<file path="src/hdl/cpu_pkg.sv">
// Shared types for the 6502 subset core; opcode values are the real 6502 encodings, no decimal mode
package cpu_pkg;

  localparam int ADDR_W = 16;
  localparam int DATA_W = 8;

  typedef logic [ADDR_W-1:0] addr_t;
  typedef logic [DATA_W-1:0] data_t;

  // Reset vector location
  localparam addr_t RESET_VEC_LO = 16'hFFFC;
  localparam addr_t RESET_VEC_HI = 16'hFFFD;

  // Status register layout, only the unused bit set out of reset
  localparam data_t P_RESET = 8'h20;
  localparam int    STAT_C  = 0;
  localparam int    STAT_Z  = 1;
  localparam int    STAT_U  = 5;
  localparam int    STAT_V  = 6;
  localparam int    STAT_N  = 7;

  // ----------------------------------------
  // Opcodes of the supported subset
  // ----------------------------------------
  typedef enum logic [7:0] {
    OP_CLC     = 8'h18,
    OP_SEC     = 8'h38,
    OP_CLV     = 8'hB8,
    OP_NOP     = 8'hEA,
    OP_LDA_IMM = 8'hA9,
    OP_LDX_IMM = 8'hA2,
    OP_LDY_IMM = 8'hA0,
    OP_LDA_ABS = 8'hAD,
    OP_LDX_ABS = 8'hAE,
    OP_LDY_ABS = 8'hAC,
    OP_STA_ABS = 8'h8D,
    OP_STX_ABS = 8'h8E,
    OP_STY_ABS = 8'h8C,
    OP_ADC_ABS = 8'h6D,
    OP_SBC_ABS = 8'hED,
    OP_AND_ABS = 8'h2D,
    OP_ORA_ABS = 8'h0D,
    OP_EOR_ABS = 8'h4D,
    OP_JMP_ABS = 8'h4C
  } opcode_e;

  typedef enum logic [2:0] {
    ALU_ADC, ALU_SBC, ALU_AND, ALU_ORA, ALU_EOR, ALU_PASS
  } alu_op_e;

  typedef enum logic [2:0] {
    MODE_IMP, MODE_IMM, MODE_ABS_RD, MODE_ABS_WR, MODE_JMP, MODE_BAD
  } addr_mode_e;

  typedef enum logic [1:0] {REG_A, REG_X, REG_Y, REG_NONE} reg_sel_e;

  typedef enum logic [2:0] {
    ST_VEC_LO, ST_VEC_HI, ST_FETCH, ST_OPER1, ST_OPER2, ST_MEM, ST_HALT
  } cpu_state_e;

  // Bus address source
  typedef enum logic [1:0] {ASEL_PC, ASEL_OPER, ASEL_VEC} addr_sel_e;

endpackage
</file>
<file path="src/hdl/cpu_ctrl_if.sv">
// Per-cycle commands from sequencer to datapath; every command takes effect in the cycle it is issued
`timescale 1ns/1ps

interface cpu_ctrl_if;

  // Bus address select
  cpu_pkg::addr_sel_e addr_sel;

  // Register load strobes
  logic ir_load;
  logic pc_load_vec_lo;
  logic pc_load_vec_hi;
  logic opl_load;
  logic oph_load;
  logic pc_jump;
  logic pc_inc;

  // Register file write and ALU control
  logic               reg_write;
  cpu_pkg::reg_sel_e  target;
  cpu_pkg::alu_op_e   alu_op;

  // Status updates, set/clear holds OP_NOP when idle
  logic               flag_nz_load;
  logic               flag_cv_load;
  cpu_pkg::opcode_e   flag_set_clear;

  logic mem_write;

  modport seq (
    output addr_sel, ir_load, pc_load_vec_lo, pc_load_vec_hi, opl_load, oph_load,
           pc_jump, pc_inc, reg_write, target, alu_op, flag_nz_load, flag_cv_load,
           flag_set_clear, mem_write
  );

  modport dp (
    input addr_sel, ir_load, pc_load_vec_lo, pc_load_vec_hi, opl_load, oph_load,
          pc_jump, pc_inc, reg_write, target, alu_op, flag_nz_load, flag_cv_load,
          flag_set_clear, mem_write
  );

endinterface

</file>
<file path="src/hdl/cpu_top.sv">
// Core top level; memory must answer rd_data combinationally within the same cycle, no wait states
`timescale 1ns/1ps

module cpu_top (
  input  logic           clk,
  input  logic           resetn,
  input  cpu_pkg::data_t rd_data,
  output cpu_pkg::addr_t address,
  output cpu_pkg::data_t wr_data,
  output logic           wr_enable
);

  cpu_pkg::data_t ir;

  cpu_ctrl_if ctrl_if ();

  // Control path
  cpu_sequencer cpu_sequencer_inst (
    .clk    (clk),
    .resetn (resetn),
    .ir     (ir),
    .ctrl   (ctrl_if.seq)
  );

  // Registers, ALU and bus
  cpu_datapath cpu_datapath_inst (
    .clk       (clk),
    .resetn    (resetn),
    .rd_data   (rd_data),
    .ctrl      (ctrl_if.dp),
    .address   (address),
    .wr_data   (wr_data),
    .wr_enable (wr_enable),
    .ir        (ir)
  );

endmodule

</file>
<file path="src/hdl/cpu_datapath.sv">
// Register file, PC and bus mux; address and write outputs are combinational from registers and rd_data
`timescale 1ns/1ps

module cpu_datapath (
  input  logic           clk,
  input  logic           resetn,
  input  cpu_pkg::data_t rd_data,
  cpu_ctrl_if.dp         ctrl,
  output cpu_pkg::addr_t address,
  output cpu_pkg::data_t wr_data,
  output logic           wr_enable,
  output cpu_pkg::data_t ir
);

  cpu_pkg::data_t acc;
  cpu_pkg::data_t x_reg;
  cpu_pkg::data_t y_reg;
  cpu_pkg::data_t p_reg;
  cpu_pkg::data_t p_next;
  cpu_pkg::addr_t pc;
  cpu_pkg::data_t opl;
  cpu_pkg::data_t oph;
  cpu_pkg::addr_t opnd_addr;

  cpu_pkg::data_t alu_result;
  logic           alu_carry;
  logic           alu_ovf;
  logic           alu_neg;
  logic           alu_zero;

  cpu_alu cpu_alu_inst (
    .op        (ctrl.alu_op),
    .a         (acc),
    .b         (rd_data),
    .carry_in  (p_reg[cpu_pkg::STAT_C]),
    .result    (alu_result),
    .carry_out (alu_carry),
    .overflow  (alu_ovf),
    .negative  (alu_neg),
    .zero      (alu_zero)
  );

  // ----------------------------------------
  // Bus side
  // ----------------------------------------
  // High operand byte is still on rd_data during OPER2
  assign opnd_addr = ctrl.oph_load ? {rd_data, opl} : {oph, opl};

  always_comb begin
    case (ctrl.addr_sel)
      cpu_pkg::ASEL_VEC: begin
        address = ctrl.pc_load_vec_hi ? cpu_pkg::RESET_VEC_HI : cpu_pkg::RESET_VEC_LO;
      end
      cpu_pkg::ASEL_OPER: address = opnd_addr;
      default:            address = pc;
    endcase
  end

  always_comb begin
    case (ctrl.target)
      cpu_pkg::REG_X: wr_data = x_reg;
      cpu_pkg::REG_Y: wr_data = y_reg;
      default:        wr_data = acc;
    endcase
  end

  assign wr_enable = ctrl.mem_write;

  // ----------------------------------------
  // PC, IR and operand bytes
  // ----------------------------------------
  always_ff @(posedge clk) begin
    if (ctrl.pc_load_vec_lo) begin
      pc[7:0] <= rd_data;
    end else if (ctrl.pc_load_vec_hi) begin
      pc[15:8] <= rd_data;
    end else if (ctrl.pc_jump) begin
      pc <= opnd_addr;
    end else if (ctrl.pc_inc) begin
      pc <= pc + 16'd1;
    end

    if (ctrl.ir_load) begin
      ir <= rd_data;
    end
    if (ctrl.opl_load) begin
      opl <= rd_data;
    end
    if (ctrl.oph_load) begin
      oph <= rd_data;
    end
  end

  // ----------------------------------------
  // Status and register file
  // ----------------------------------------
  always_comb begin
    p_next = p_reg;
    if (ctrl.flag_nz_load) begin
      p_next[cpu_pkg::STAT_N] = alu_neg;
      p_next[cpu_pkg::STAT_Z] = alu_zero;
    end
    if (ctrl.flag_cv_load) begin
      p_next[cpu_pkg::STAT_C] = alu_carry;
      p_next[cpu_pkg::STAT_V] = alu_ovf;
    end
    case (ctrl.flag_set_clear)
      cpu_pkg::OP_CLC: p_next[cpu_pkg::STAT_C] = 1'b0;
      cpu_pkg::OP_SEC: p_next[cpu_pkg::STAT_C] = 1'b1;
      cpu_pkg::OP_CLV: p_next[cpu_pkg::STAT_V] = 1'b0;
      default: ;
    endcase
    p_next[cpu_pkg::STAT_U] = 1'b1;
  end

  always_ff @(posedge clk) begin
    if (!resetn) begin
      acc   <= '0;
      x_reg <= '0;
      y_reg <= '0;
      p_reg <= cpu_pkg::P_RESET;
    end else begin
      p_reg <= p_next;
      if (ctrl.reg_write) begin
        case (ctrl.target)
          cpu_pkg::REG_A: acc   <= alu_result;
          cpu_pkg::REG_X: x_reg <= alu_result;
          cpu_pkg::REG_Y: y_reg <= alu_result;
          default: ;
        endcase
      end
    end
  end

  a_p_unused_set: assert property (@(posedge clk) disable iff (!resetn)
    p_reg[cpu_pkg::STAT_U]);

endmodule

</file>
<file path="src/hdl/cpu_sequencer.sv">
// Fixed-length instruction FSM; decodes IR in OPER1, so an unknown opcode halts one cycle after fetch
`timescale 1ns/1ps

module cpu_sequencer (
  input  logic           clk,
  input  logic           resetn,
  input  cpu_pkg::data_t ir,
  cpu_ctrl_if.seq        ctrl
);

  cpu_pkg::cpu_state_e state;
  cpu_pkg::cpu_state_e state_next;
  cpu_pkg::addr_mode_e mode;
  cpu_pkg::alu_op_e    dec_alu_op;
  cpu_pkg::reg_sel_e   dec_target;

  cpu_decoder cpu_decoder_inst (
    .ir     (ir),
    .mode   (mode),
    .alu_op (dec_alu_op),
    .target (dec_target)
  );

  always_ff @(posedge clk) begin
    if (!resetn) begin
      state <= cpu_pkg::ST_VEC_LO;
    end else begin
      state <= state_next;
    end
  end

  // ----------------------------------------
  // Next state
  // ----------------------------------------
  always_comb begin
    state_next = state;
    case (state)
      cpu_pkg::ST_VEC_LO: state_next = cpu_pkg::ST_VEC_HI;
      cpu_pkg::ST_VEC_HI: state_next = cpu_pkg::ST_FETCH;
      cpu_pkg::ST_FETCH:  state_next = cpu_pkg::ST_OPER1;
      cpu_pkg::ST_OPER1: begin
        case (mode)
          cpu_pkg::MODE_IMP,
          cpu_pkg::MODE_IMM: state_next = cpu_pkg::ST_FETCH;
          cpu_pkg::MODE_BAD: state_next = cpu_pkg::ST_HALT;
          default:           state_next = cpu_pkg::ST_OPER2;
        endcase
      end
      cpu_pkg::ST_OPER2: begin
        state_next = (mode == cpu_pkg::MODE_JMP) ? cpu_pkg::ST_FETCH : cpu_pkg::ST_MEM;
      end
      cpu_pkg::ST_MEM:    state_next = cpu_pkg::ST_FETCH;
      default:            state_next = cpu_pkg::ST_HALT;
    endcase
  end

  // ----------------------------------------
  // Command issue
  // ----------------------------------------
  assign ctrl.target = dec_target;
  assign ctrl.alu_op = dec_alu_op;

  always_comb begin
    ctrl.addr_sel       = cpu_pkg::ASEL_PC;
    ctrl.ir_load        = 1'b0;
    ctrl.pc_load_vec_lo = 1'b0;
    ctrl.pc_load_vec_hi = 1'b0;
    ctrl.opl_load       = 1'b0;
    ctrl.oph_load       = 1'b0;
    ctrl.pc_jump        = 1'b0;
    ctrl.pc_inc         = 1'b0;
    ctrl.reg_write      = 1'b0;
    ctrl.flag_nz_load   = 1'b0;
    ctrl.flag_cv_load   = 1'b0;
    ctrl.flag_set_clear = cpu_pkg::OP_NOP;
    ctrl.mem_write      = 1'b0;

    case (state)
      cpu_pkg::ST_VEC_LO: begin
        ctrl.addr_sel       = cpu_pkg::ASEL_VEC;
        ctrl.pc_load_vec_lo = 1'b1;
      end
      cpu_pkg::ST_VEC_HI: begin
        ctrl.addr_sel       = cpu_pkg::ASEL_VEC;
        ctrl.pc_load_vec_hi = 1'b1;
      end
      cpu_pkg::ST_FETCH: begin
        ctrl.ir_load = 1'b1;
        ctrl.pc_inc  = 1'b1;
      end
      cpu_pkg::ST_OPER1: begin
        case (mode)
          // Implied is a dummy read, PC already at the next opcode
          cpu_pkg::MODE_IMP: ctrl.flag_set_clear = cpu_pkg::opcode_e'(ir);
          cpu_pkg::MODE_IMM: begin
            ctrl.reg_write    = 1'b1;
            ctrl.flag_nz_load = 1'b1;
            ctrl.pc_inc       = 1'b1;
          end
          cpu_pkg::MODE_BAD: ;
          default: begin
            ctrl.opl_load = 1'b1;
            ctrl.pc_inc   = 1'b1;
          end
        endcase
      end
      cpu_pkg::ST_OPER2: begin
        ctrl.oph_load = 1'b1;
        if (mode == cpu_pkg::MODE_JMP) begin
          ctrl.pc_jump = 1'b1;
        end else begin
          ctrl.pc_inc = 1'b1;
        end
      end
      cpu_pkg::ST_MEM: begin
        ctrl.addr_sel = cpu_pkg::ASEL_OPER;
        if (mode == cpu_pkg::MODE_ABS_WR) begin
          ctrl.mem_write = 1'b1;
        end else begin
          ctrl.reg_write    = 1'b1;
          ctrl.flag_nz_load = 1'b1;
          ctrl.flag_cv_load = (dec_alu_op == cpu_pkg::ALU_ADC) ||
                              (dec_alu_op == cpu_pkg::ALU_SBC);
        end
      end
      default: ;
    endcase
  end

  // State register only ever holds a defined encoding
  a_state_legal: assert property (@(posedge clk) disable iff (!resetn)
    state inside {cpu_pkg::ST_VEC_LO, cpu_pkg::ST_VEC_HI, cpu_pkg::ST_FETCH,
                  cpu_pkg::ST_OPER1, cpu_pkg::ST_OPER2, cpu_pkg::ST_MEM,
                  cpu_pkg::ST_HALT});

  // A store only ever comes out of the MEM cycle after OPER2
  a_write_in_mem: assert property (@(posedge clk) disable iff (!resetn)
    ctrl.mem_write |-> (state == cpu_pkg::ST_MEM) && ($past(state) == cpu_pkg::ST_OPER2));

endmodule

</file>
<file path="src/hdl/cpu_alu.sv">
// 8-bit binary ALU; no decimal mode, carry and overflow only meaningful for ADC and SBC
`timescale 1ns/1ps

module cpu_alu (
  input  cpu_pkg::alu_op_e op,
  input  cpu_pkg::data_t   a,
  input  cpu_pkg::data_t   b,
  input  logic             carry_in,
  output cpu_pkg::data_t   result,
  output logic             carry_out,
  output logic             overflow,
  output logic             negative,
  output logic             zero
);

  cpu_pkg::data_t addend;
  logic [8:0]     sum;

  // SBC is A + ~M + C
  assign addend = (op == cpu_pkg::ALU_SBC) ? ~b : b;
  assign sum    = {1'b0, a} + {1'b0, addend} + {8'd0, carry_in};

  always_comb begin
    case (op)
      cpu_pkg::ALU_ADC,
      cpu_pkg::ALU_SBC: result = sum[7:0];
      cpu_pkg::ALU_AND: result = a & b;
      cpu_pkg::ALU_ORA: result = a | b;
      cpu_pkg::ALU_EOR: result = a ^ b;
      default:          result = b;
    endcase
  end

  assign carry_out = sum[8];

  // Signed overflow when both inputs agree in sign and the sum does not
  assign overflow  = (a[7] == addend[7]) && (sum[7] != a[7]);

  assign negative  = result[7];
  assign zero      = (result == 8'h00);

endmodule

</file>
<file path="src/hdl/cpu_decoder.sv">
// Combinational opcode decode; any opcode outside the supported subset maps to MODE_BAD
`timescale 1ns/1ps

module cpu_decoder (
  input  cpu_pkg::data_t     ir,
  output cpu_pkg::addr_mode_e mode,
  output cpu_pkg::alu_op_e   alu_op,
  output cpu_pkg::reg_sel_e  target
);

  always_comb begin
    mode   = cpu_pkg::MODE_BAD;
    alu_op = cpu_pkg::ALU_PASS;
    target = cpu_pkg::REG_NONE;

    case (ir)
      // Implied, flags handled from the opcode itself
      cpu_pkg::OP_CLC,
      cpu_pkg::OP_SEC,
      cpu_pkg::OP_CLV,
      cpu_pkg::OP_NOP: mode = cpu_pkg::MODE_IMP;

      cpu_pkg::OP_LDA_IMM: begin
        mode   = cpu_pkg::MODE_IMM;
        target = cpu_pkg::REG_A;
      end
      cpu_pkg::OP_LDX_IMM: begin
        mode   = cpu_pkg::MODE_IMM;
        target = cpu_pkg::REG_X;
      end
      cpu_pkg::OP_LDY_IMM: begin
        mode   = cpu_pkg::MODE_IMM;
        target = cpu_pkg::REG_Y;
      end

      cpu_pkg::OP_LDA_ABS: begin
        mode   = cpu_pkg::MODE_ABS_RD;
        target = cpu_pkg::REG_A;
      end
      cpu_pkg::OP_LDX_ABS: begin
        mode   = cpu_pkg::MODE_ABS_RD;
        target = cpu_pkg::REG_X;
      end
      cpu_pkg::OP_LDY_ABS: begin
        mode   = cpu_pkg::MODE_ABS_RD;
        target = cpu_pkg::REG_Y;
      end

      // Stores, target is the source register
      cpu_pkg::OP_STA_ABS: begin
        mode   = cpu_pkg::MODE_ABS_WR;
        target = cpu_pkg::REG_A;
      end
      cpu_pkg::OP_STX_ABS: begin
        mode   = cpu_pkg::MODE_ABS_WR;
        target = cpu_pkg::REG_X;
      end
      cpu_pkg::OP_STY_ABS: begin
        mode   = cpu_pkg::MODE_ABS_WR;
        target = cpu_pkg::REG_Y;
      end

      // Accumulator arithmetic and logic
      cpu_pkg::OP_ADC_ABS,
      cpu_pkg::OP_SBC_ABS,
      cpu_pkg::OP_AND_ABS,
      cpu_pkg::OP_ORA_ABS,
      cpu_pkg::OP_EOR_ABS: begin
        mode   = cpu_pkg::MODE_ABS_RD;
        target = cpu_pkg::REG_A;
        case (ir)
          cpu_pkg::OP_ADC_ABS: alu_op = cpu_pkg::ALU_ADC;
          cpu_pkg::OP_SBC_ABS: alu_op = cpu_pkg::ALU_SBC;
          cpu_pkg::OP_AND_ABS: alu_op = cpu_pkg::ALU_AND;
          cpu_pkg::OP_ORA_ABS: alu_op = cpu_pkg::ALU_ORA;
          default:             alu_op = cpu_pkg::ALU_EOR;
        endcase
      end

      cpu_pkg::OP_JMP_ABS: mode = cpu_pkg::MODE_JMP;

      default: ;
    endcase
  end

endmodule

</file>
<file path="config.mk">
export PLATFORM = sky130hd
export DESIGN_NAME = cpu_top
export DESIGN_NICKNAME = d
export VERILOG_FILES = /design/src/hdl/cpu_pkg.sv /design/src/hdl/cpu_ctrl_if.sv /design/src/hdl/cpu_top.sv /design/src/hdl/cpu_datapath.sv /design/src/hdl/cpu_sequencer.sv /design/src/hdl/cpu_alu.sv /design/src/hdl/cpu_decoder.sv
export SDC_FILE = /design/constraint.sdc
export NUM_CORES = 1
export LEC_CHECK = 0
export ABC_AREA = 1
export CAP_MARGIN = 20
export CORE_ASPECT_RATIO = 0.75
export CORE_UTILIZATION = 45
export DETAILED_ROUTE_END_ITERATION = 16
export DONT_BUFFER_PORTS = 1
export PLACE_DENSITY = 0.68
export SETUP_SLACK_MARGIN = 0.05
export SLEW_MARGIN = 5
export SYNTH_ARGS = -nofsm -noshare
export SYNTH_HDL_FRONTEND = slang
export SYNTH_SLANG_ARGS = --single-unit
</file>
<file path="constraint.sdc">
create_clock -name clk -period 7.8 [get_ports clk]
set_input_delay 0.39 -clock clk [delete_from_list [all_inputs] [get_ports clk]]
set_output_delay 0.39 -clock clk [all_outputs]
set_load 0.01 [all_outputs]
</file>
# == After elaboration in Yosys (flattened, before gate mapping) ==
# Index checks and enable logic that the tools add are counted.
# op_classes
eq_ne,39
n_bitwise,5
muxes,41
reduce_logical,27
add_sub_neg,3
# op_table
op,n
$eq 8x8->1 const B,12
$mux 16,3
$mux 8,6
$pmux 16 s2,1
$pmux 8 s4,1
$pmux 3 s5,2
$eq 8x6->1 const B,3
$eq 8x7->1 const B,3
$mux 1,18
$add 16x1->16 const B,1
$eq 8x5->1 const B,2
$pmux 8 s2,1
$reduce_or 8->1,2
$eq 3x2->1 const B,5
$eq 3x3->1 const B,5
$reduce_or 3->1,5
$pmux 3 s4,1
$reduce_and 2->1,5
$reduce_or 2->1,5
$add 8x8->9,1
$add 9x1->9,1
$eq 3x1->1 const B,3
$logic_not 3->1,3
$reduce_bool 3->1,3
19 further kinds,23
# word_totals
regBits,68
word_cells,125

# == Longest topological paths before layout ==
# Gate-level depths: netlist of run 1.
# logic_depth
word_depth,11
ltp_mapped,16

# == Cells and area by module ==
# From an unflattened synthesis of run 1, not the netlist that was laid out.
# unflattened
hier_cells,796
area_unflattened_um2,5356.4
# modules_own_cells
mod,area_each_um2,cells_each,n_inst
cpu_datapath,3425.8,438,1
cpu_alu,1206.2,217,1
cpu_decoder,384.1,76,1
cpu_sequencer,340.3,65,1

# == Worst setup path before layout of run 1 ==
# OpenSTA, ideal clock, no wires.
# synth_timing
path_kind,reg2reg
startpoint,register cpu_datapath_inst.ir[1]
endpoint,register cpu_datapath_inst.acc[4]
path_stages_with_launch,16
arrival_ps,2529
setup_ps,120
required_time_ps,7680
setup_slack_ps,5151
cell_sequence,edfxtp_1 > inv_1 > nand2_1 > nor2_4 > nand2_1 > xor2_1 > fa_1 > inv_1 > fa_1 > nand3_1 > nand2_1 > or2_2 > nand3_1 > nand4_1 > nand2_1 > a21oi_1
# synth_via
elab_chain_len,8
word_cells_on_any_way,48
classes_between,add/sub (2); eq/ne (25); mux (9); reduce/logical (12)
# synth_lines
element,line_no,text
from (decl),cpu_datapath.sv:12,output cpu_pkg::data_t ir
from (signal assigned),cpu_datapath.sv:84,ir <= rd_data;
$eq 8x4->1 (tied with other cells),"cpu_decoder.sv:16, cpu_decoder.sv:71",
$pmux 3 s4 or $reduce_or 5->1 (tied branches),n/a,
$mux 3,cpu_decoder.sv:16,case (ir)
$eq 3x1->1,"cpu_alu.sv:20, cpu_alu.sv:24",
$mux 8,cpu_alu.sv:20,assign addend = (op == cpu_pkg::ALU_SBC) ? ~b : b;
$add 8x8->9,cpu_alu.sv:21,"assign sum = {1'b0, a} + {1'b0, addend} + {8'd0, carry_in};"
$add 9x1->9,cpu_alu.sv:21,
$pmux 8 s4,cpu_alu.sv:24,case (op)
to (signal assigned),cpu_datapath.sv:126,cpu_pkg::REG_A: acc <= alu_result;
to (decl),cpu_datapath.sv:15,cpu_pkg::data_t acc;
# Several ways; a longest one is shown, not always the timed one.
# A chain may end at the register's enable or synchronous reset.

# == Final worst setup path of run 1 ==
# Same ends and word-level chain as after synthesis.

==> insert_results.sql, run 1 <==
INSERT INTO impl_metrics (metric_group, metric, value, unit) VALUES
('run_status', 'run_status', 'completed', ''),
('worst_hold_path', 'min_path_cells', '0', ''),
('setup_path', 'worst_r2r_path_depth', '15', ''),
('setup_path', 'r2r_start', 'cpu_datapath_inst.ir[1]', ''),
('detailed_routing', 'remaining_antenna_violation_count', '0', ''),
('synth', 'synth_async_sr_flop_share', '0', '%'),
('global_routing', 'grt.overflow.total', '0', ''),
('clock_tree', 'clockBufferDepth', '2', ''),
('global_routing', 'grt.total_usage', '24.9', '%'),
('setup_path', 'setup.worst_path.start_class', 'flip-flop', ''),
('sta', 'final_max_slew_viol_count', '0', ''),
('clock_tree', 'cts_tree', 'yes', ''),
('cells_and_area', 'flow.area_growth_from_synthesis', '9.64', '%'),
('synth', 'ys_seq_area_share', '38.7', '%'),
('cells_and_area', 'finalNetCount', '639', ''),
('synth', 'synth_cell_types', '37', ''),
('setup_path', 'reg2reg_slack', '4.79', 'ns'),
('power_and_ir_drop', 'powerDensity', '282', 'mW/mm2'),
('flow_run', 'drv.max_cap_violation_count', '0', ''),
('synth', 'synth.net_count', '634', ''),
('detailed_routing', 'detailedRoute.firstIterationViolations', '277', ''),
('clock_tree', 'cts_setup_buffers', '0', ''),
('die', 'die_w', '118', 'um'),
('sta', 'endpoints_failing_hold', '0', ''),
('sta', 'worst_hold_slack', '0.142', 'ns'),
('synth', 'yosys_most_used_dff', 'edfxtp_1', ''),
('global_routing', 'grt_start_max_net_pins', '21', ''),
('detailed_routing', 'vias_per_cell', '5.50', ''),
('clock_tree', 'cts-htree-levels', '3', ''),
('setup_path', 'required', '8.02', 'ns'),
('synth', 'synth.yosys.warnings', '0', ''),
('setup_path', 'worst-path-max-fanout', '8', ''),
('detailed_routing', 'route.detailed.wl_per_inst', '16.9', 'um'),
('cells_and_area', 'drive_above_1_share', '10.0', '%'),
('cells_and_area', 'layout_commonest_cell', 'nand2_1', ''),
('synth', 'postSynthRegisterBits', '68', ''),
('global_routing', 'grt_antenna_before_repair', '0', ''),
('placed_design', 'numPortBuffers', '0', ''),
('sta', 'fin_crit_sh', '38.6', '%'),
('placed_design', 'globalplace.congestion', '0.992', ''),
('placed_design', 'dp_hpwl', '9250', 'um'),
('synth', 'synth.avg_cell_area', '7.63', 'um2'),
('clock_tree', 'clk_slew_on_worst_s_h_paths', '0.06', 'ns'),
('cells_and_area', 'registers.top_by_ff_count', 'cpu_datapath_inst.pc', ''),
('detailed_routing', 'routed-via-count', '4066', ''),
('cells_and_area', 'diodes', '0', ''),
('sta', 'slew-limit-headroom', '44.8', '%'),
('clock_tree', 'cts.root.buffer_cell', 'clkbuf_16', ''),
('setup_path', 'worstPathArrival', '3.23', 'ns'),
('synth', 'synth_enable_flop_cells', '40', ''),
('sta', 'fmax', '0.332', 'GHz'),
('die', 'rows', '31', ''),
('clock_tree', 'clock-sinks', '68', ''),
('global_routing', 'grt_pass1_vias', '3760', ''),
('setup_path', 'worstSetupEndpointType', 'flip-flop', ''),
('worst_hold_path', 'holdPathEnd', 'cpu_datapath_inst.ir[6]', ''),
('sta', 'clock_skew', '0.00633', 'ns'),
('die', 'ios', '35', ''),
('die', 'initial_utilization', '46.8', '%'),
('clock_tree', 'cts.hold.buffers_added', '0', ''),
('power_and_ir_drop', 'vdd_drop_max', '0.000117', 'V'),
('cells_and_area', 'most-common-layout-cells', 'nand2_1, nor2_1, inv_1', ''),
('worst_hold_path', 'worstHoldPathType', 'in -> reg', ''),
('detailed_routing', 'drt_drc_violations_left', '0', ''),
('clock_tree', 'cts.repair.resized', '0', ''),
('synth', 'synth_area', '0.00456', 'mm2'),
('die', 'dieHeight', '89.1', 'um'),
('worst_hold_path', 'min-delay-start', 'rd_data[6]', ''),
('global_routing', 'grt_first_pass_wirelength', '19700', 'um'),
('sta', 'final-setup-viol-count', '0', ''),
('die', 'area_inside_the_core_boundary', '0.00974', 'mm2'),
('die', 'die_area', '0.0105', 'mm2'),
('sta', 'tns', '0', 'ns'),
('power_and_ir_drop', 'p_leak', '2.19', 'nW'),
('sta', 'tightest_slew', '0.825', 'ns'),
('clock_tree', 'clk-insertion-delay-late', '0.34', 'ns'),
('setup_path', 'criticalPathCategory', 'reg -> reg', ''),
('detailed_routing', 'firstDrtPassIters', '5', ''),
('sta', 'grt_setup_unrepaired', 'no', ''),
('setup_path', 'r2r_end', 'cpu_datapath_inst.acc[4]', ''),
('sta', 'clock_period_minus_worst_slack', '3.01', 'ns'),
('detailed_routing', 'route.final.wire_length', '12500', 'um'),
('cells_and_area', 'largest_register_ff_count', '16', ''),
('clock_tree', 'cts-buffers-inserted', '9', ''),
('synth', 'post_synth_inst_count', '597', '');
==> logic make-up (layout without fill, tap and decap cells) <==
group	Yosys count	after routing	synth area share (%)
AOI/OAI and AO/OA	100	100	12.3
xor gates and xnor gates	21	21	4.04
adders and majority gates	27	27	7.75
buffers and inverters	82	92	7.33
DFF	68	68	38.7
and+or+nand+nor	299	299	29.9
==> where the power goes <==
part / switching (mW) / internal, mW / total [mW] / leakage [nW]
combinational: 0.295 / 0.122 / 0.417 / 1.44
sequential: 0.0576 / 0.492 / 0.549 / 0.602
clock: 0.164 / 0.281 / 0.445 / 0.149
total: 0.516 / 0.895 / 1.41 / 2.19
==> through the flow <==
stage | cell area (um2) | worst slack (ns) | power (mW) | std cells | util [%]
after global routing | 4990 | 4.57 | 1.50 | 739 | 51.3
after CTS | 4990 | 4.82 | 1.41 | 739 | 51.3
after detailed placement | 4680 | 4.89 | 0.965 | 723 | 48.0
after floorplan | 4560 | 5.15 | 0.873 | 597 | -
after global placement | 4680 | 4.96 | 0.953 | 723 | 48.0
final | 4990 | 4.79 | 1.41 | 739 | 51.3
==> how the worst max path moves through the flow <==
stage	from	endpoint	slack [ns]	cells after the start
final	cpu_datapath_inst.ir[1]	cpu_datapath_inst.acc[4]	4.79	15
after global routing	cpu_datapath_inst.ir[1]	cpu_datapath_inst.acc[4]	4.57	15
after CTS	cpu_datapath_inst.ir[1]	cpu_datapath_inst.acc[4]	4.82	15
after detailed placement	cpu_datapath_inst.ir[1]	cpu_datapath_inst.x_reg[4]	4.89	15
after global placement	cpu_datapath_inst.ir[1]	cpu_datapath_inst.acc[4]	4.96	15
after floorplan	cpu_datapath_inst.ir[1]	cpu_datapath_inst.acc[4]	5.15	15
==> worst max-delay path, stage by stage, from the launching register on <==
cell and delay [ns]:
edfxtp_1 0.42, inv_1 0.10, nand2_1 0.10, nor2_4 0.18, nand2_1 0.29, xor2_1 0.27, fa_1 0.20, inv_1 0.08
fa_1 0.44, nand3_1 0.10, nand2_1 0.08, or2_2 0.28, nand3_1 0.07, nand4_1 0.14, nand2_1 0.09, a21oi_1 0.06
==> Yosys cell counts (all sizes together) (4+ instances only) <==
library cell / number / area [um2]
buf: 4 / 36.3
nand4: 13 / 81.3
nor3: 4 / 20.0
ha: 25 / 313
inv: 75 / 287
edfxtp: 40 / 1200
nand2: 162 / 686
xor2: 19 / 166
dfxtp: 28 / 561
nor2: 82 / 363
a21oi: 31 / 155
o21ai: 53 / 269
nand3: 34 / 185
o211ai: 9 / 81.3
==> area by class of cell <==
type                    count  area, um2
clock inverters             6       88.8
well taps                 132        165
multi-input cells         447       2460
clock buffers              10        229
flip-flops and latches     68       1760
inverters                  76        290
fillers                   966       4740
==> metal layers <==
layer	vias to the layer above	part of all wire [%]	global-route usage, %
met5	-	0	0
met4	0	2.7	10.6
met3	28	6.6	6.25
met2	160	44	39.5
met1	1895	46	32.8
li1	1983	-	-
No activity file was read; power rests on OpenSTA's default activity.
==> run 2, diff against run 1 <==
--- a/config.mk
+++ b/config.mk
@@ -5,13 +5,13 @@
 export SDC_FILE = /design/constraint.sdc
 export NUM_CORES = 1
 export LEC_CHECK = 0
-export ABC_AREA = 1
+export ABC_AREA = 0
 export CAP_MARGIN = 20
 export CORE_ASPECT_RATIO = 0.75
 export CORE_UTILIZATION = 45
 export DETAILED_ROUTE_END_ITERATION = 16
 export DONT_BUFFER_PORTS = 1
-export PLACE_DENSITY = 0.68
+export PLACE_DENSITY = 0.7
 export SETUP_SLACK_MARGIN = 0.05
 export SLEW_MARGIN = 5
 export SYNTH_ARGS = -nofsm -noshare
==> constraint.sdc (replaced) <==
create_clock -name clk -period 2.43 [get_ports clk]
set_input_delay 0.1215 -clock clk [delete_from_list [all_inputs] [get_ports clk]]
set_output_delay 0.1215 -clock clk [all_outputs]
set_load 0.01 [all_outputs]
==> run 2 against run 1 <==
Against the previous run:
- the run now ends with negative setup slack left
- non-clock buffer count rose by 65
- sequential power rose by 140%
- setup slack got worse by 5.3 ns
- utilization rose by 6.8 points
- cell count fell by 6.9%
- critical endpoint is now cpu_datapath_inst.y_reg[4]
==> insert_results.sql, run 2 <==
INSERT INTO impl_metrics (metric_group, metric, value, unit) VALUES
('placed_design', 'dp_hpwl', '9070', 'um'),
('placed_design', 'numPortBuffers', '0', ''),
('run_status', 'run_status', 'complete, but fails checks', ''),
('setup_path', 'crit_path_max_incr_delay', '0.38', 'ns'),
('cells_and_area', 'finalNetCount', '588', ''),
('die', 'area_inside_the_core_boundary', '0.00981', 'mm2'),
('setup_path', 'crit_buf_inv', '1', ''),
('detailed_routing', 'detailedRoute.firstIterationViolations', '416', ''),
('setup_path', 'path_cells', 'nand3b_1 > or2_4 > nor2_4 > nand2_4 > xnor2_4 > fa_2 > inv_2 > fa_2 > a21o_1 > a211o_1 > nand4b_1 > o2111ai_1 > o2111ai_2 > mux2i_1', ''),
('synth', 'synth_enable_flop_cells', '40', ''),
('synth', 'yosysTopAreaCellShare', '26.0', '%'),
('cells_and_area', 'layout_commonest_cell', 'nand2_1', ''),
('power_and_ir_drop', 'post-layout-total-power', '2.99', 'mW'),
('synth', 'synth_cell_types', '69', ''),
('sta', 'clock_period_minus_worst_slack', '2.92', 'ns'),
('synth', 'synth.avg_cell_area', '9.19', 'um2'),
('sta', 'clock_skew', '0.00758', 'ns'),
('power_and_ir_drop', 'p_leak', '2.20', 'nW'),
('power_and_ir_drop', 'total_switching_power', '0.741', 'mW'),
('synth', 'synth_area', '0.00461', 'mm2'),
('cells_and_area', 'postLayoutCellArea', '0.00570', 'mm2'),
('synth', 'synth.net_count', '539', ''),
('setup_path', 'worstPathArrival', '3.13', 'ns'),
('die', 'rows', '31', ''),
('sta', 'tightest_slew', '0.583', 'ns'),
('global_routing', 'grt_first_pass_wirelength', '20200', 'um'),
('synth', 'synth.most_common_cell', 'nand2_1', ''),
('power_and_ir_drop', 'power_frac_comb', '12.9', '%'),
('cells_and_area', 'regArea', '0.00176', 'mm2'),
('sta', 'endpoints_failing_hold', '0', ''),
('die', 'ios', '35', ''),
('die', 'die_area', '0.0107', 'mm2'),
('placed_design', 'post-place-cells', '654', ''),
('sta', 'final_max_slew_viol_count', '0', ''),
('sta', 'slew-limit-headroom', '61.1', '%'),
('power_and_ir_drop', 'internal_power', '2.25', 'mW'),
('cells_and_area', 'flow.area_growth_from_synthesis', '23.5', '%'),
('clock_tree', 'cts-htree-levels', '3', ''),
('global_routing', 'grt_start_max_net_pins', '34', ''),
('placed_design', 'placedInstanceArea', '0.00503', 'mm2'),
('detailed_routing', 'route.detailed.wl_per_inst', '19.7', 'um'),
('synth', 'synth.yosys.warnings', '0', ''),
('clock_tree', 'clock-sinks', '68', ''),
('cells_and_area', 'fill_cells', '838', ''),
('sta', 'fmax', '0.342', 'GHz'),
('sta', 'grt_setup_unrepaired', 'yes', ''),
('setup_path', 'critPathSlowestCell', 'edfxtp_1', ''),
('synth', 'yosys_top_cell_by_area', 'edfxtp_1', ''),
('setup_path', 'criticalPathCategory', 'reg -> reg', ''),
('synth', 'share_of_synthesized_area_spent_on_multiplexers', '5.86', '%'),
('setup_path', 'required', '2.64', 'ns'),
('clock_tree', 'cts-buffers-inserted', '9', ''),
('detailed_routing', 'vias_per_cell', '6.02', ''),
('cells_and_area', 'drive_above_1_share', '23.2', '%'),
('clock_tree', 'clk-insertion-delay-late', '0.33', 'ns'),
('global_routing', 'grt.overflow.total', '0', ''),
('power_and_ir_drop', 'share_seq_of_total_power', '44.9', '%'),
('detailed_routing', 'routed-via-count', '4144', ''),
('cells_and_area', 'largest_register_ff_count', '16', ''),
('detailed_routing', 'firstDrtPassIters', '6', ''),
('cells_and_area', 'diodes', '0', ''),
('power_and_ir_drop', 'power.share.switching', '24.8', '%'),
('die', 'dieHeight', '89.7', 'um'),
('setup_path', 'critPathTopFamily', 'compound AO/OA/AOI/OAI gates', ''),
('synth', 'synth_compound_area_share', '18.6', '%'),
('synth', 'post_synth_fa_ha_maj_area_fraction', '7.65', '%'),
('run_status', 'violations', 'negative setup slack', ''),
('power_and_ir_drop', 'powerDensity', '524', 'mW/mm2'),
('clock_tree', 'cts_tree', 'yes', ''),
('global_routing', 'grt_antenna_before_repair', '0', ''),
('sta', 'layout_setup_ws', '-0.493', 'ns'),
('power_and_ir_drop', 'clockPowerShare', '42.2', '%'),
('cells_and_area', 'multi_input_area', '0.00283', 'mm2'),
('setup_path', 'worst-path-max-fanout', '3', ''),
('worst_hold_path', 'worstHoldPathType', 'in -> reg', ''),
('sta', 'final-setup-viol-count', '21', ''),
('detailed_routing', 'drt_drc_violations_left', '0', ''),
('die', 'die_w', '119', 'um'),
('synth', 'synth_top_cells_by_count', 'nand2_1, edfxtp_1, o21ai_0', ''),
('cells_and_area', 'most-common-layout-cells', 'nand2_1, buf_4, edfxtp_1', ''),
('synth', 'post_synth_inst_count', '502', ''),
('synth', 'synth_async_sr_flop_share', '0', '%'),
('clock_tree', 'clk_slew_on_worst_s_h_paths', '0.05', 'ns'),
('clock_tree', 'clockBufferDepth', '2', ''),
('cells_and_area', 'finish.utilization', '58.1', '%'),
('synth', 'yosys_most_used_dff', 'edfxtp_1', ''),
('synth', 'synth.top_cells.by_area', 'edfxtp_1, dfxtp_1, ha_1', ''),
('setup_path', 'reg2reg_slack', '-0.49', 'ns'),
('flow_run', 'drv.max_cap_violation_count', '0', ''),
('setup_path', 'setup.worst_path.start_class', 'flip-flop', ''),
('cells_and_area', 'registers.top_by_ff_count', 'cpu_datapath_inst.pc', ''),
('global_routing', 'grt.total_usage', '25.2', '%'),
('synth', 'synth_xor_xnor_area_share', '4.56', '%'),
('sta', 'fin_crit_sh', '120', '%'),
('setup_path', 'worstSetupEndpointType', 'flip-flop', ''),
('setup_path', 'worst_path_most_repeated_cell', 'fa_2', ''),
('synth', 'synth_top_family_by_area', 'simple AND/OR/NAND/NOR gates', ''),
('synth', 'ys_seq_area_share', '38.2', '%'),
('global_routing', 'grt_pass1_vias', '3733', ''),
('synth', 'postSynthRegisterBits', '68', ''),
('clock_tree', 'cts.root.buffer_cell', 'clkbuf_16', ''),
('power_and_ir_drop', 'vdd_drop_max', '0.000314', 'V'),
('synth', 'synth_simple_gate_area_share', '19.5', '%'),
('detailed_routing', 'route.final.wire_length', '13500', 'um'),
('die', 'initial_utilization', '47.0', '%'),
('detailed_routing', 'remaining_antenna_violation_count', '0', ''),
('cells_and_area', 'final_cells', '688', ''),
('placed_design', 'globalplace.congestion', '0.913', ''),
('placed_design', 'place_worst_setup_slack', '-0.618', 'ns');
run 2: changes by cell type in the layout (fill, tap and decap cells not counted), sizes merged, moves of 12 or more:
cell,change
xnor2,+15
nand2,-85
o22a,+13
o21ai,-16
xor2,-12
nand3,-25
buf,+57
inv,-49
mux2i,+27
nor2,-51
run 2: logic make-up (layout without fill, tap and decap cells):
kind of cell | after synthesis | in the layout
AOI/OAI and AO/OA | 122 | 122
xor gates and xnor gates | 24 | 24
adders and majority gates | 27 | 27
buffers and inverters | 54 | 108
DFF | 68 | 68
muxes | 27 | 27
and+or+nand+nor | 180 | 180
run 2: tightest hold or removal path, stage by stage:
cell	delay (ns)
nand2_1	0.04
or2_2	0.09
o31ai_1	0.06
run 2: cell type report:
type	instances	share of cell area (%)
well taps	132	2.90
clock inverters	5	0.922
repair buffers	65	9.68
multi-input cells	380	49.7
inverters	27	1.78
clock buffers	11	4.08
flip-flops and latches	68	30.9
run 2: timing repair:
action | CTS | global route
pin swaps | 17 | 12
resized for setup | 25 | 24
gates cloned | 0 | 2
endpoints found under the setup margin | 49 | 54
hold buffers | 9 | 0
endpoints found under the hold margin | 62 | 0
setup buffers | 3 | 6
run 2: metrics by stage:
step	TNS [ns]	hold slack (ns)
after detailed placement	-10.45	0.221
after global placement	-6.61	0.221
after floorplan	-8.84	0.220
after global routing	-10.52	0.0531
after CTS	-5.94	0.0295
final	-6.71	0.0351
run 2: worst paths after layout:
| kind | cells after the start | endpoint | start |
|---|---|---|---|
| worst max register to register | 14 | cpu_datapath_inst.y_reg[4] | cpu_datapath_inst.ir[4] |
| worst min register to register | 2 | cpu_datapath_inst.y_reg[3] | cpu_datapath_inst.y_reg[3] |
| worst min-delay path | 3 | cpu_datapath_inst.p_reg[0] | resetn |
| worst max-delay path | 14 | cpu_datapath_inst.y_reg[4] | cpu_datapath_inst.ir[4] |
run 2: power groups by stage:
stage / registers, mW / logic, mW / clock network [mW]
detailed placement: 1.36 / 0.313 / 0
global route: 1.35 / 0.421 / 1.32
finish: 1.34 / 0.386 / 1.26
CTS: 1.34 / 0.364 / 1.27
floorplan: 1.35 / 0.249 / 0
global placement: 1.36 / 0.302 / 0
run 2: per-layer routing:
| layer | vias up | global-route usage, % | wire length (um) |
|---|---|---|---|
| met2 | 200 | 40.7 | 6120 |
| met3 | 26 | 7.95 | 1190 |
| met1 | 1995 | 32.3 | 5980 |
| met5 | - | 0 | 0 |
| li1 | 1923 | - | - |
| met4 | 0 | 8.98 | 233 |
